## src/hw/lsq_pkg.sv

```systemverilog
`default_nettype none

package lsq_pkg;

    // address and data paths
    localparam int addr_w = 32;
    localparam int data_w = 32;

    // operation field and codes
    localparam int op_w = 3;
    localparam logic [op_w-1:0] op_none  = 3'd0;
    localparam logic [op_w-1:0] op_load  = 3'd1;
    localparam logic [op_w-1:0] op_store = 3'd2;

    // access size, 0 = byte, 1 = half, 2 = word
    localparam int size_w = 2;
    localparam logic [size_w-1:0] size_byte = 2'd0;
    localparam logic [size_w-1:0] size_half = 2'd1;

    // miss register index and per-bank metadata layout
    localparam int mshr_idx_w   = 3;
    localparam int bank_meta_w  = 1 + mshr_idx_w;
    localparam int meta_rdy_bit = 0;
    localparam int meta_idx_lsb = 1;

    // line address drops the byte offset and the bank select bit
    localparam int line_w = addr_w - 3;

    // entry metadata, odd bank in the high nibble
    typedef union packed {
        logic [2*bank_meta_w-1:0]      raw;
        logic [1:0][bank_meta_w-1:0]   banks;
    } lsq_meta_u;

endpackage

`default_nettype wire

```

## src/hw/qnm.sv

```systemverilog
`timescale 1ns/1ns
`default_nettype none

module qnm #(
    parameter int n_width  = 8,
    parameter int m_width  = 8,
    parameter int q_length = 8
) (
    input  wire                         clk,
    input  wire                         arst_n,
    input  wire                         wr,
    input  wire                         rd,
    input  wire  [n_width-1:0]          n_din,
    input  wire  [m_width-1:0]          m_din,
    input  wire  [q_length-1:0]         modify_vector,
    input  wire  [m_width*q_length-1:0] new_m_vector,
    output logic [n_width+m_width-1:0]  dout,
    output logic [m_width*q_length-1:0] old_m_vector,
    output logic                        full,
    output logic                        empty
);

    localparam int ptr_w = (q_length > 1) ? $clog2(q_length) : 1;
    localparam int cnt_w = $clog2(q_length + 1);

    // payload fixed at push, metadata rewritable per slot
    logic [n_width-1:0] payload_mem [q_length];
    logic [m_width-1:0] meta_mem [q_length];

    logic [ptr_w-1:0] wr_ptr;
    logic [ptr_w-1:0] rd_ptr;
    logic [cnt_w-1:0] count;
    logic             do_push;
    logic             do_pop;

    // wrap at q_length, which need not be a power of two
    function automatic logic [ptr_w-1:0] ptr_inc(input logic [ptr_w-1:0] p);
        if (p == ptr_w'(q_length - 1)) begin
            return '0;
        end
        return p + 1'b1;
    endfunction

    assign full  = (count == cnt_w'(q_length));
    assign empty = (count == '0);

    // push while full and pop while empty are dropped
    assign do_push = wr && !full;
    assign do_pop  = rd && !empty;

    always_ff @(posedge clk or negedge arst_n) begin
        if (!arst_n) begin
            wr_ptr <= '0;
            rd_ptr <= '0;
            count  <= '0;
        end else begin
            if (do_push) begin
                wr_ptr <= ptr_inc(wr_ptr);
            end
            if (do_pop) begin
                rd_ptr <= ptr_inc(rd_ptr);
            end
            // simultaneous push and pop leaves the count alone
            case ({do_push, do_pop})
                2'b10:   count <= count + cnt_w'(1);
                2'b01:   count <= count - cnt_w'(1);
                default: count <= count;
            endcase
        end
    end

    always_ff @(posedge clk) begin
        if (do_push) begin
            payload_mem[wr_ptr] <= n_din;
        end
    end

    for (genvar i = 0; i < q_length; i++) begin : g_meta
        // push wins, the slot being written is empty anyway
        always_ff @(posedge clk) begin
            if (do_push && wr_ptr == ptr_w'(i)) begin
                meta_mem[i] <= m_din;
            end else if (modify_vector[i]) begin
                meta_mem[i] <= new_m_vector[i*m_width +: m_width];
            end
        end

        // flat export of every slot
        assign old_m_vector[i*m_width +: m_width] = meta_mem[i];
    end

    // head slot, payload above metadata
    assign dout = {payload_mem[rd_ptr], meta_mem[rd_ptr]};

endmodule

`default_nettype wire

```

## src/hw/cache_bank.sv

```systemverilog
`timescale 1ns/1ns
`default_nettype none

module cache_bank import lsq_pkg::*; #(
    parameter int fill_latency = 6,
    parameter int bank_lines   = 16
) (
    input  wire                    clk,
    input  wire                    arst_n,
    input  wire                    lookup,
    input  wire  [line_w-1:0]      line_addr,
    output logic                   hit,
    output logic [mshr_idx_w-1:0]  mshr_wr_idx,
    output logic                   fin,
    output logic [mshr_idx_w-1:0]  fin_idx
);

    localparam int idx_w  = $clog2(bank_lines);
    localparam int ctag_w = line_w - idx_w;
    localparam int n_mshr = 1 << mshr_idx_w;
    localparam int cnt_w  = $clog2(fill_latency + 1);

    // direct-mapped tag store
    logic [ctag_w-1:0]     tag_mem [bank_lines];
    logic [bank_lines-1:0] line_valid;

    // miss registers
    logic [n_mshr-1:0] mshr_busy;
    logic [line_w-1:0] mshr_line [n_mshr];
    logic [cnt_w-1:0]  mshr_cnt [n_mshr];
    logic [n_mshr-1:0] mshr_done;

    logic [idx_w-1:0]  look_idx;
    logic [ctag_w-1:0] look_tag;
    logic [idx_w-1:0]  fill_idx;
    logic              miss;
    logic              have_free;

    assign look_idx = line_addr[idx_w-1:0];
    assign look_tag = line_addr[line_w-1:idx_w];

    // hit decided on registered tags only
    assign hit  = lookup && line_valid[look_idx] && (tag_mem[look_idx] == look_tag);
    assign miss = lookup && !hit;

    // lowest free register takes the next miss
    always_comb begin
        mshr_wr_idx = '0;
        have_free   = 1'b0;
        for (int i = n_mshr - 1; i >= 0; i--) begin
            if (!mshr_busy[i]) begin
                mshr_wr_idx = mshr_idx_w'(i);
                have_free   = 1'b1;
            end
        end
    end

    // one fin per cycle, lowest expired index first
    always_comb begin
        fin     = 1'b0;
        fin_idx = '0;
        for (int i = n_mshr - 1; i >= 0; i--) begin
            mshr_done[i] = mshr_busy[i] && (mshr_cnt[i] == '0);
            if (mshr_done[i]) begin
                fin     = 1'b1;
                fin_idx = mshr_idx_w'(i);
            end
        end
    end

    assign fill_idx = mshr_line[fin_idx][idx_w-1:0];

    always_ff @(posedge clk or negedge arst_n) begin
        if (!arst_n) begin
            mshr_busy  <= '0;
            line_valid <= '0;
            for (int i = 0; i < n_mshr; i++) begin
                mshr_cnt[i] <= '0;
            end
        end else begin
            for (int i = 0; i < n_mshr; i++) begin
                if (fin && fin_idx == mshr_idx_w'(i)) begin
                    mshr_busy[i] <= 1'b0;
                end else if (miss && have_free && mshr_wr_idx == mshr_idx_w'(i)) begin
                    // fin shows up fill_latency cycles after this edge
                    mshr_busy[i] <= 1'b1;
                    mshr_cnt[i]  <= cnt_w'(fill_latency);
                end else if (mshr_busy[i] && mshr_cnt[i] != '0) begin
                    mshr_cnt[i] <= mshr_cnt[i] - cnt_w'(1);
                end
            end
            if (fin) begin
                line_valid[fill_idx] <= 1'b1;
            end
        end
    end

    always_ff @(posedge clk) begin
        if (miss && have_free) begin
            mshr_line[mshr_wr_idx] <= line_addr;
        end
        // fill replaces whatever line held the slot
        if (fin) begin
            tag_mem[fill_idx] <= mshr_line[fin_idx][line_w-1:idx_w];
        end
    end

endmodule

`default_nettype wire

```

## src/hw/lsq.sv

```systemverilog
`timescale 1ns/1ns
`default_nettype none

module lsq import lsq_pkg::*; #(
    parameter int q_length = 8,
    parameter int tag_bits = 6,
    parameter int rob_bits = 6
) (
    input  wire                   clk,
    input  wire                   arst_n,
    input  wire                   alloc,
    input  wire                   dealloc,
    input  wire  [op_w-1:0]       operation_in,
    input  wire  [addr_w-1:0]     addr_in,
    input  wire  [data_w-1:0]     data_in,
    input  wire  [size_w-1:0]     size_in,
    input  wire  [tag_bits-1:0]   ooo_tag_in,
    input  wire  [rob_bits-1:0]   ooo_rob_in,
    input  wire                   hit_even,
    input  wire                   hit_odd,
    input  wire  [mshr_idx_w-1:0] mshr_wr_idx_even,
    input  wire  [mshr_idx_w-1:0] mshr_wr_idx_odd,
    input  wire                   mshr_fin_even,
    input  wire  [mshr_idx_w-1:0] mshr_fin_idx_even,
    input  wire                   mshr_fin_odd,
    input  wire  [mshr_idx_w-1:0] mshr_fin_idx_odd,
    output logic [op_w-1:0]       operation_out,
    output logic [addr_w-1:0]     addr_out,
    output logic [data_w-1:0]     data_out,
    output logic [size_w-1:0]     size_out,
    output logic [tag_bits-1:0]   ooo_tag_out,
    output logic [rob_bits-1:0]   ooo_rob_out,
    output logic                  valid_out,
    output logic                  lsq_full
);

    localparam int n_w = op_w + addr_w + data_w + size_w + tag_bits + rob_bits;
    localparam int m_w = $bits(lsq_meta_u);

    lsq_meta_u                    meta_in;
    lsq_meta_u                    head_meta;
    logic [n_w+m_w-1:0]           q_dout;
    logic [n_w-1:0]               head_payload;
    logic [m_w*q_length-1:0]      old_m_vector;
    logic [m_w*q_length-1:0]      new_m_vector;
    logic [q_length-1:0]          modify_vector;
    logic                         q_empty;

    // bank 0 is even, bank 1 is odd, same order as the union
    logic [1:0]                   bank_hit;
    logic [1:0]                   bank_fin;
    logic [1:0][mshr_idx_w-1:0]   bank_wr_idx;
    logic [1:0][mshr_idx_w-1:0]   bank_fin_idx;

    assign bank_hit     = {hit_odd, hit_even};
    assign bank_fin     = {mshr_fin_odd, mshr_fin_even};
    assign bank_wr_idx  = {mshr_wr_idx_odd, mshr_wr_idx_even};
    assign bank_fin_idx = {mshr_fin_idx_odd, mshr_fin_idx_even};

    // new entry metadata
    // a fill landing on the claimed index this cycle counts as ready
    always_comb begin
        for (int b = 0; b < 2; b++) begin
            meta_in.banks[b][meta_rdy_bit] = bank_hit[b] ||
                (bank_fin[b] && bank_fin_idx[b] == bank_wr_idx[b]);
            meta_in.banks[b][bank_meta_w-1:meta_idx_lsb] = bank_wr_idx[b];
        end
    end

    qnm #(
        .n_width  (n_w),
        .m_width  (m_w),
        .q_length (q_length)
    ) u_qnm (
        .clk           (clk),
        .arst_n        (arst_n),
        .wr            (alloc),
        .rd            (dealloc),
        .n_din         ({operation_in, addr_in, data_in, size_in, ooo_tag_in, ooo_rob_in}),
        .m_din         (meta_in.raw),
        .modify_vector (modify_vector),
        .new_m_vector  (new_m_vector),
        .dout          (q_dout),
        .old_m_vector  (old_m_vector),
        .full          (lsq_full),
        .empty         (q_empty)
    );

    // per-slot fill matching
    for (genvar i = 0; i < q_length; i++) begin : g_slot
        lsq_meta_u  cur_meta;
        lsq_meta_u  nxt_meta;
        logic [1:0] fin_match;

        always_comb begin
            cur_meta.raw = old_m_vector[i*m_w +: m_w];
            nxt_meta     = cur_meta;
            for (int b = 0; b < 2; b++) begin
                // only a waiting half looks at the fin
                fin_match[b] = !cur_meta.banks[b][meta_rdy_bit] && bank_fin[b] &&
                    (cur_meta.banks[b][bank_meta_w-1:meta_idx_lsb] == bank_fin_idx[b]);
                if (fin_match[b]) begin
                    nxt_meta.banks[b][meta_rdy_bit] = 1'b1;
                end
            end
        end

        assign modify_vector[i]             = |fin_match;
        assign new_m_vector[i*m_w +: m_w]   = nxt_meta.raw;
    end

    // head split into payload fields and metadata
    assign head_payload = q_dout[n_w+m_w-1:m_w];
    assign head_meta    = q_dout[m_w-1:0];

    assign {operation_out, addr_out, data_out, size_out, ooo_tag_out, ooo_rob_out} =
        head_payload;

    // head shown once both halves are ready
    assign valid_out = !q_empty && head_meta.banks[0][meta_rdy_bit] &&
        head_meta.banks[1][meta_rdy_bit];

endmodule

`default_nettype wire

```

## src/hw/lsq_subsystem.sv

```systemverilog
`timescale 1ns/1ns
`default_nettype none

module lsq_subsystem import lsq_pkg::*; #(
    parameter int q_length     = 8,
    parameter int tag_bits     = 6,
    parameter int rob_bits     = 6,
    parameter int fill_latency = 6,
    parameter int bank_lines   = 16
) (
    input  wire                  clk,
    input  wire                  arst_n,
    input  wire                  alloc,
    input  wire  [op_w-1:0]      operation_in,
    input  wire  [addr_w-1:0]    addr_in,
    input  wire  [data_w-1:0]    data_in,
    input  wire  [size_w-1:0]    size_in,
    input  wire  [tag_bits-1:0]  ooo_tag_in,
    input  wire  [rob_bits-1:0]  ooo_rob_in,
    input  wire                  dealloc,
    output logic                 valid_out,
    output logic                 lsq_full,
    output logic [op_w-1:0]      operation_out,
    output logic [addr_w-1:0]    addr_out,
    output logic [data_w-1:0]    data_out,
    output logic [size_w-1:0]    size_out,
    output logic [tag_bits-1:0]  ooo_tag_out,
    output logic [rob_bits-1:0]  ooo_rob_out
);

    logic [2:0]            byte_cnt;
    logic [2:0]            last_off;
    logic                  first_odd;
    logic                  split;
    logic                  touch_even;
    logic                  touch_odd;
    logic                  do_lookup;
    logic [line_w-1:0]     line_even;
    logic [line_w-1:0]     line_odd;
    logic                  bank_hit_even;
    logic                  bank_hit_odd;
    logic [mshr_idx_w-1:0] wr_idx_even;
    logic [mshr_idx_w-1:0] wr_idx_odd;
    logic                  fin_even;
    logic                  fin_odd;
    logic [mshr_idx_w-1:0] fin_idx_even;
    logic [mshr_idx_w-1:0] fin_idx_odd;

    // bytes covered by the access, unknown sizes act as a word
    always_comb begin
        case (size_in)
            size_byte: byte_cnt = 3'd1;
            size_half: byte_cnt = 3'd2;
            default:   byte_cnt = 3'd4;
        endcase
    end

    // crossing the word boundary pulls in the other bank
    assign last_off   = {1'b0, addr_in[1:0]} + byte_cnt - 3'd1;
    assign split      = (last_off > 3'd3);
    assign first_odd  = addr_in[2];
    assign touch_even = !first_odd || split;
    assign touch_odd  = first_odd || split;

    // odd first means the even half lives in the next line
    assign line_odd  = addr_in[addr_w-1:3];
    assign line_even = first_odd ? addr_in[addr_w-1:3] + 1'b1 : addr_in[addr_w-1:3];

    // lookup only for accesses the queue really takes
    assign do_lookup = alloc && !lsq_full;

    cache_bank #(
        .fill_latency (fill_latency),
        .bank_lines   (bank_lines)
    ) u_bank_even (
        .clk         (clk),
        .arst_n      (arst_n),
        .lookup      (do_lookup && touch_even),
        .line_addr   (line_even),
        .hit         (bank_hit_even),
        .mshr_wr_idx (wr_idx_even),
        .fin         (fin_even),
        .fin_idx     (fin_idx_even)
    );

    cache_bank #(
        .fill_latency (fill_latency),
        .bank_lines   (bank_lines)
    ) u_bank_odd (
        .clk         (clk),
        .arst_n      (arst_n),
        .lookup      (do_lookup && touch_odd),
        .line_addr   (line_odd),
        .hit         (bank_hit_odd),
        .mshr_wr_idx (wr_idx_odd),
        .fin         (fin_odd),
        .fin_idx     (fin_idx_odd)
    );

    // untouched half is handed over as a hit
    lsq #(
        .q_length (q_length),
        .tag_bits (tag_bits),
        .rob_bits (rob_bits)
    ) u_lsq (
        .clk               (clk),
        .arst_n            (arst_n),
        .alloc             (alloc),
        .dealloc           (dealloc),
        .operation_in      (operation_in),
        .addr_in           (addr_in),
        .data_in           (data_in),
        .size_in           (size_in),
        .ooo_tag_in        (ooo_tag_in),
        .ooo_rob_in        (ooo_rob_in),
        .hit_even          (bank_hit_even || !touch_even),
        .hit_odd           (bank_hit_odd || !touch_odd),
        .mshr_wr_idx_even  (wr_idx_even),
        .mshr_wr_idx_odd   (wr_idx_odd),
        .mshr_fin_even     (fin_even),
        .mshr_fin_idx_even (fin_idx_even),
        .mshr_fin_odd      (fin_odd),
        .mshr_fin_idx_odd  (fin_idx_odd),
        .operation_out     (operation_out),
        .addr_out          (addr_out),
        .data_out          (data_out),
        .size_out          (size_out),
        .ooo_tag_out       (ooo_tag_out),
        .ooo_rob_out       (ooo_rob_out),
        .valid_out         (valid_out),
        .lsq_full          (lsq_full)
    );

endmodule

`default_nettype wire

```

## config.mk

```make
export PLATFORM = sky130hd
export DESIGN_NAME = lsq_subsystem
export DESIGN_NICKNAME = d
export VERILOG_FILES = /design/src/hw/lsq_pkg.sv /design/src/hw/qnm.sv /design/src/hw/cache_bank.sv /design/src/hw/lsq.sv /design/src/hw/lsq_subsystem.sv
export SDC_FILE = /design/constraint.sdc
export NUM_CORES = 2
export LEC_CHECK = 0
export ABC_CLOCK_PERIOD_IN_PS = 7150
export BUFFER_PORTS_ARGS = -buffer_cell sky130_fd_sc_hd__buf_2
export CAP_MARGIN = 10
export CORE_ASPECT_RATIO = 0.7
export CORE_MARGIN = 2
export CORE_UTILIZATION = 45
export CTS_CLUSTER_SIZE = 16
export DETAILED_ROUTE_END_ITERATION = 6
export PLACE_DENSITY = 0.75
export SKIP_LAST_GASP = 1
export SLEW_MARGIN = 15
export SYNTH_ARGS = -nofsm -noshare
export SYNTH_HDL_FRONTEND = slang
export SYNTH_HIERARCHICAL = 1
export SYNTH_SLANG_ARGS = --single-unit
export TNS_END_PERCENT = 1
```

## constraint.sdc

```tcl
create_clock -name clk -period 7.15 [get_ports clk]
set_clock_uncertainty 0.05 [all_clocks]
set_input_delay 0.715 -clock clk [delete_from_list [all_inputs] [get_ports clk]]
set_output_delay 0.715 -clock clk [all_outputs]
set_load 0.02 [all_outputs]
```

* Word-level counts from Yosys, hierarchy flattened
Memories as Yosys holds them, arrays and structs flattened. Cells that the tools add are included.
Storage, ports and cells: memories kept 6, flip-flop bits (word level) 106, output and inout port bits 83, memory bits (writable) 1976, logic and storage cells 627, bits of input ports 85
Cells by class: equal/unequal tests 60, muxes and demuxes 221, add/subtract/negate cells 23, reduce and logical (&&, ||, !) cells 247, bitwise logic cells 26, magnitude comparators 7
Memories:
- u_lsq.u_qnm.payload_mem | words 8, bits a word 81, read ports 1, clocked after memory_dff 0, write ports 1, line qnm.sv:27 | logic [n_width-1:0] payload_mem [q_length];
- u_bank_even.tag_mem | words 16, bits a word 25, read ports 1, clocked after memory_dff 0, write ports 1, line cache_bank.sv:24 | logic [ctag_w-1:0] tag_mem [bank_lines];
- u_bank_odd.tag_mem | words 16, bits a word 25, read ports 1, clocked after memory_dff 0, write ports 1, line cache_bank.sv:24
- u_bank_even.mshr_line | words 8, bits a word 29, read ports 1, clocked after memory_dff 0, write ports 1, line cache_bank.sv:29 | logic [line_w-1:0] mshr_line [n_mshr];
- u_bank_odd.mshr_line | words 8, bits a word 29, read ports 1, clocked after memory_dff 0, write ports 1, line cache_bank.sv:29
- u_lsq.u_qnm.meta_mem | words 8, bits a word 8, read ports 9, clocked after memory_dff 0, write ports 8, line qnm.sv:28 | logic [m_width-1:0] meta_mem [q_length];
Operators with widths (number):
- $mux 3 | 68
- $mux 1 | 138
- $logic_and 1x1->1 | 122
- $reduce_bool 2->1 | 33
- $mux 8 | 8
- $eq 3x3->1 const B | 21
- $logic_not 3->1 | 21
- $eq 3x3->1 | 18
- $sub 3x1->3 const B | 17
- $eq 25x25->1 | 2
- $reduce_bool 3->1 | 16
- $or 16x16->16 | 2
- $reduce_and 2->1 | 16
- $eq 3x2->1 const B | 10
- $add 29x1->29 const B | 1
- $mux 29 | 1
- $logic_not 1->1 | 23
- $lt 4x5->1 const B | 4
- $not 1->1 | 16
- $reduce_or 2->1 | 8
- $eq 3x1->1 const B | 5
- $bmux 1 s4 | 2
- $demux 1 s4 | 2
- $ge 4x1->1 const B | 2
- other kinds (14) | 28

* Logic depth before layout (Yosys ltp)
depth in word-level cells 17, mapped depth 17, mapped depth without buffers 13

* Modules after synthesis
Netlist, hierarchy kept.
Modules (own cells, without submodules):
- qnm | seq. area each 21630.7 um2, cells an instance 1197, instances 1, area an instance 28394.7 um2
- cache_bank (u_bank_even) | seq. area each 20179.4 um2, cells an instance 1687, instances 1, area an instance 27563.9 um2
- cache_bank (u_bank_odd) | seq. area each 20179.4 um2, cells an instance 1630, instances 1, area an instance 27239.9 um2
- lsq | seq. area each 0.0 um2, cells an instance 120, instances 1, area an instance 894.6 um2
- lsq_subsystem | seq. area each 0.0 um2, cells an instance 94, instances 1, area an instance 685.7 um2

* Least setup slack after synthesis
Ideal clock, no wire load.
path kind input to register, from input alloc, to memory u_lsq/u_qnm/payload_mem[0][0] (netlist bit), enable pin, stages on the path 3, data required time 6.481 ns, data arrival time 6.662 ns, library setup time 0.619 ns, path slack -0.181 ns, buffers on the path 1, path through clkbuf_1 nand3_1 nor3_1
On the way: word-level cells in the longest chain between the ends 3
Ends and longest elaborated chain:
- start, declared | line lsq_subsystem.sv:13 | input wire alloc,
- $logic_and 1x1->1 | line qnm.sv:48 | assign do_push = wr && !full;
- $mux 1 | line qnm.sv:73 | if (do_push) begin
- $mux 1 (implied by the code) | line qnm.sv:74 | payload_mem[wr_ptr] <= n_din;
- end, declared | line qnm.sv:27
No other way between the ends.

* Final worst setup path
from register u_bank_odd/mshr_cnt[12] (netlist bit), to memory u_bank_odd/tag_mem[1][4] (netlist bit), enable pin
On the way: elaborated cells between the ends (all ways) 13, classes of those cells mux: 10; reduce/logical: 2; memory: 1
RTL lines:
- start, declared | line cache_bank.sv:30 | logic [cnt_w-1:0] mshr_cnt [n_mshr];
- start signal, assigned by index | line cache_bank.sv:87 | mshr_cnt[i] <= cnt_w'(fill_latency);
- start signal, assigned by index | line cache_bank.sv:89 | mshr_cnt[i] <= mshr_cnt[i] - cnt_w'(1);
- $logic_not 3->1 | line cache_bank.sv:63 | mshr_done[i] = mshr_busy[i] && (mshr_cnt[i] == '0);
- $logic_and 1x1->1 | line cache_bank.sv:63
- $mux 3 (4 in series) | line cache_bank.sv:64 | if (mshr_done[i]) begin
- net fin_idx_odd[0] | line lsq_subsystem.sv:47 | logic [mshr_idx_w-1:0] fin_idx_odd;
- $mem_v2 8x29
- end, declared | line cache_bank.sv:24
The timed path passes the listed nets, and every way through them passes these cells.

==> results.sh <==
export IMPL_status="finished clean"
export IMPL_syn_inst=4710
export IMPL_tritoncts="built"
export IMPL_clock_path_buffers=3
export IMPL_final_area_sq_um=94600
export IMPL_grt_pass1_wl_microns=293000
export IMPL_slew_violations=0
export IMPL_die_y_microns=366
export IMPL_final_hold_viol_count=0
export IMPL_power_mw=47.5
export IMPL_cts_root_buf="clkbuf_16"
export IMPL_r2r_end="u_bank_odd/tag_mem[1][4]"
export IMPL_min_to="u_lsq/u_qnm/payload_mem[4][18]"
export IMPL_drive_gt1_share_pct=23.7
export IMPL_synth_warnings=6
export IMPL_cp_data_arrival_time_ps=5950
export IMPL_tightest_slew_ps=1230
export IMPL_vias=45500
export IMPL_synth_area_sq_um=84400
export IMPL_wire_per_inst_microns=26.1
export IMPL_finalCritPeriodShare_pct=77.6
export IMPL_gr_total_overflow=0
export IMPL_dieArea_sq_um=191000
export IMPL_ant_nets=0
export IMPL_path_clk_slew_ps=60
export IMPL_max_freq_mhz=180
export IMPL_p_per_area_nw_per_um2=502
export IMPL_track_usage_pct=20.5
export IMPL_syn_to_final_growth_pct=12.0
export IMPL_grt_max_degree=115
export IMPL_hpwlAfterDp_microns=114000
export IMPL_worstPathRequired_ps=7550
export IMPL_cts_resized=0
export IMPL_final_nets=5116
export IMPL_path_max_fanout=71
export IMPL_clock_latency_ps=840
export IMPL_detailed_place_area_sq_um=88900
export IMPL_r2r_cells=12
export IMPL_numCtsBuffers=179
export IMPL_io_pins=168
export IMPL_fin_crit_ps=5550
export IMPL_cp_end_kind="flip-flop"
export IMPL_setup_viol=0
export IMPL_hold_path_cell_count=1
export IMPL_r2r_start="u_bank_odd/mshr_cnt[12]"
export IMPL_cts_max_level=4
export IMPL_min_delay_start="data_in[4]"
export IMPL_reg2reg_slack_ps=1600
export IMPL_syn_num_nets=4841
export IMPL_grt_pass1_vias=44600
export IMPL_rsz0062_at_grt="no"
export IMPL_critPathKind="reg2reg"
export IMPL_cts_setup_buffers=0
export IMPL_port_buffers=167
export IMPL_num_rows=132
export IMPL_ctsHoldBuffers=1
export IMPL_drt_pass1_iterations=6
export IMPL_initial_core_util_pct=45.5
export IMPL_drv_cap=0
export IMPL_initialDrtViolationCount=6545
export IMPL_total_leakage_power_nw=31.7
export IMPL_die_x_microns=522
export IMPL_drc=0
export IMPL_fp_coreArea_sq_um=186000
export IMPL_startpoint_type="flip-flop"
export IMPL_routed_via_density=5.98
export IMPL_synth_avg_cell_area_sq_um=17.9
export IMPL_antenna_found_initial=12
export IMPL_maxSlewHeadroom_pct=18.0
export IMPL_gp_congestion=0.859
export IMPL_drt_total_wl_microns=198000
export IMPL_cts_sinks=2082
export IMPL_hp_class="in2reg"
export IMPL_peakVddDrop_v=0.000406
[state kept, by name, indices dropped and copies added, names as in the netlist, 8 cells and up]
signal                   cells
u_bank_odd/mshr_line       232
u_bank_odd/line_valid       16
u_bank_even/mshr_line      232
u_bank_odd/mshr_busy         8
u_bank_even/mshr_cnt        24
u_bank_odd/mshr_cnt         24
u_bank_even/tag_mem        400
u_bank_even/line_valid      16
u_bank_odd/tag_mem         400
u_lsq/u_qnm/payload_mem    648
u_lsq/u_qnm/meta_mem        64
u_bank_even/mshr_busy        8
[metrics by stage]
step	instances	hold slack, ps	TNS [ps]	worst slack, ps	util [%]
3_3_place_gp	7282	381	0	1300	47.9
5_1_grt	7607	72.8	0	1340	50.9
3_5_place_dp	7282	393	0	1350	47.9
4_1_cts	7603	39.8	0	1690	50.9
2_1_floorplan	4710	366	-14690	-181	-
6_report	7612	101	0	1600	50.9
[report_power, final]
part / leakage (nW) / switching [mW] / internal (mW)
clock: 2.76 / 4.35 / 5.10
combinational: 9.87 / 12.0 / 5.82
sequential: 19.1 / 1.03 / 19.2
[layout by cell type, fill, tap and decap left out, types with 23 or more instances in the layout]
| cell | instances |
|---|---|
| nand2b_1 | 31 |
| xnor2_1 | 107 |
| mux2_2 | 145 |
| buf_4 | 152 |
| xor2_1 | 41 |
| nand2_1 | 543 |
| mux2_4 | 25 |
| nor2_1 | 57 |
| inv_1 | 75 |
| ha_1 | 45 |
| o21ai_0 | 72 |
| nor3_1 | 23 |
| nor2b_1 | 38 |
| clkbuf_16 | 181 |
| clkinv_1 | 40 |
| clkinv_2 | 35 |
| buf_2 | 162 |
| nand3_1 | 288 |
| mux4_2 | 361 |
| dfrtp_1 | 103 |
| clkbuf_1 | 33 |
| nand4_1 | 36 |
| a21oi_1 | 26 |
| edfxtp_1 | 1976 |
| mux2i_1 | 112 |
[how the worst max path moves through the flow]
stage                                        from                             to  slack, ps  cells after the start
final                     u_bank_odd/mshr_cnt[12]       u_bank_odd/tag_mem[1][4]       1600                     12
after global placement                 addr_in[4]       u_bank_even/mshr_cnt[17]       1300                     15
after CTS                 u_bank_odd/mshr_cnt[12]       u_bank_odd/tag_mem[1][4]       1690                     12
after global routing      u_bank_odd/mshr_cnt[12]       u_bank_odd/tag_mem[1][4]       1340                     12
after detailed placement               addr_in[2]       u_bank_even/mshr_cnt[17]       1350                     14
after floorplan                             alloc  u_lsq/u_qnm/payload_mem[4][0]       -180                      3
[worst max-delay path, cell delays in order (launching register included)]
cell and delay [ps]:
dfrtp_1 350, inv_1 130, ha_1 180, nor2b_1 350, a22oi_1 190, o21ai_0 380, nand2_4 390, inv_4 590
buf_4 810, nand2_1 180, a32oi_1 210, o21a_1 820, nor2_4 450
[cell type report]
type,instances,area [sq um]
multi-input combinational,2317,21400
tap,2479,3100
antenna,9,22.5
clock buffer,217,4690
clock inverter,103,948
fill,14500,91100
inverter,83,320
timing repair buffer,322,2090
sequential,2082,62000
[layer usage]
metal	vias to the layer above	part of all wire [%]	track usage [%]
li1	19100	-	-
met1	23500	42	31.1
met4	6	2.3	5.53
met2	2553	44	29.9
met5	-	0.019	0
met3	321	12	4.71
(Power assumes the default switching activity.)
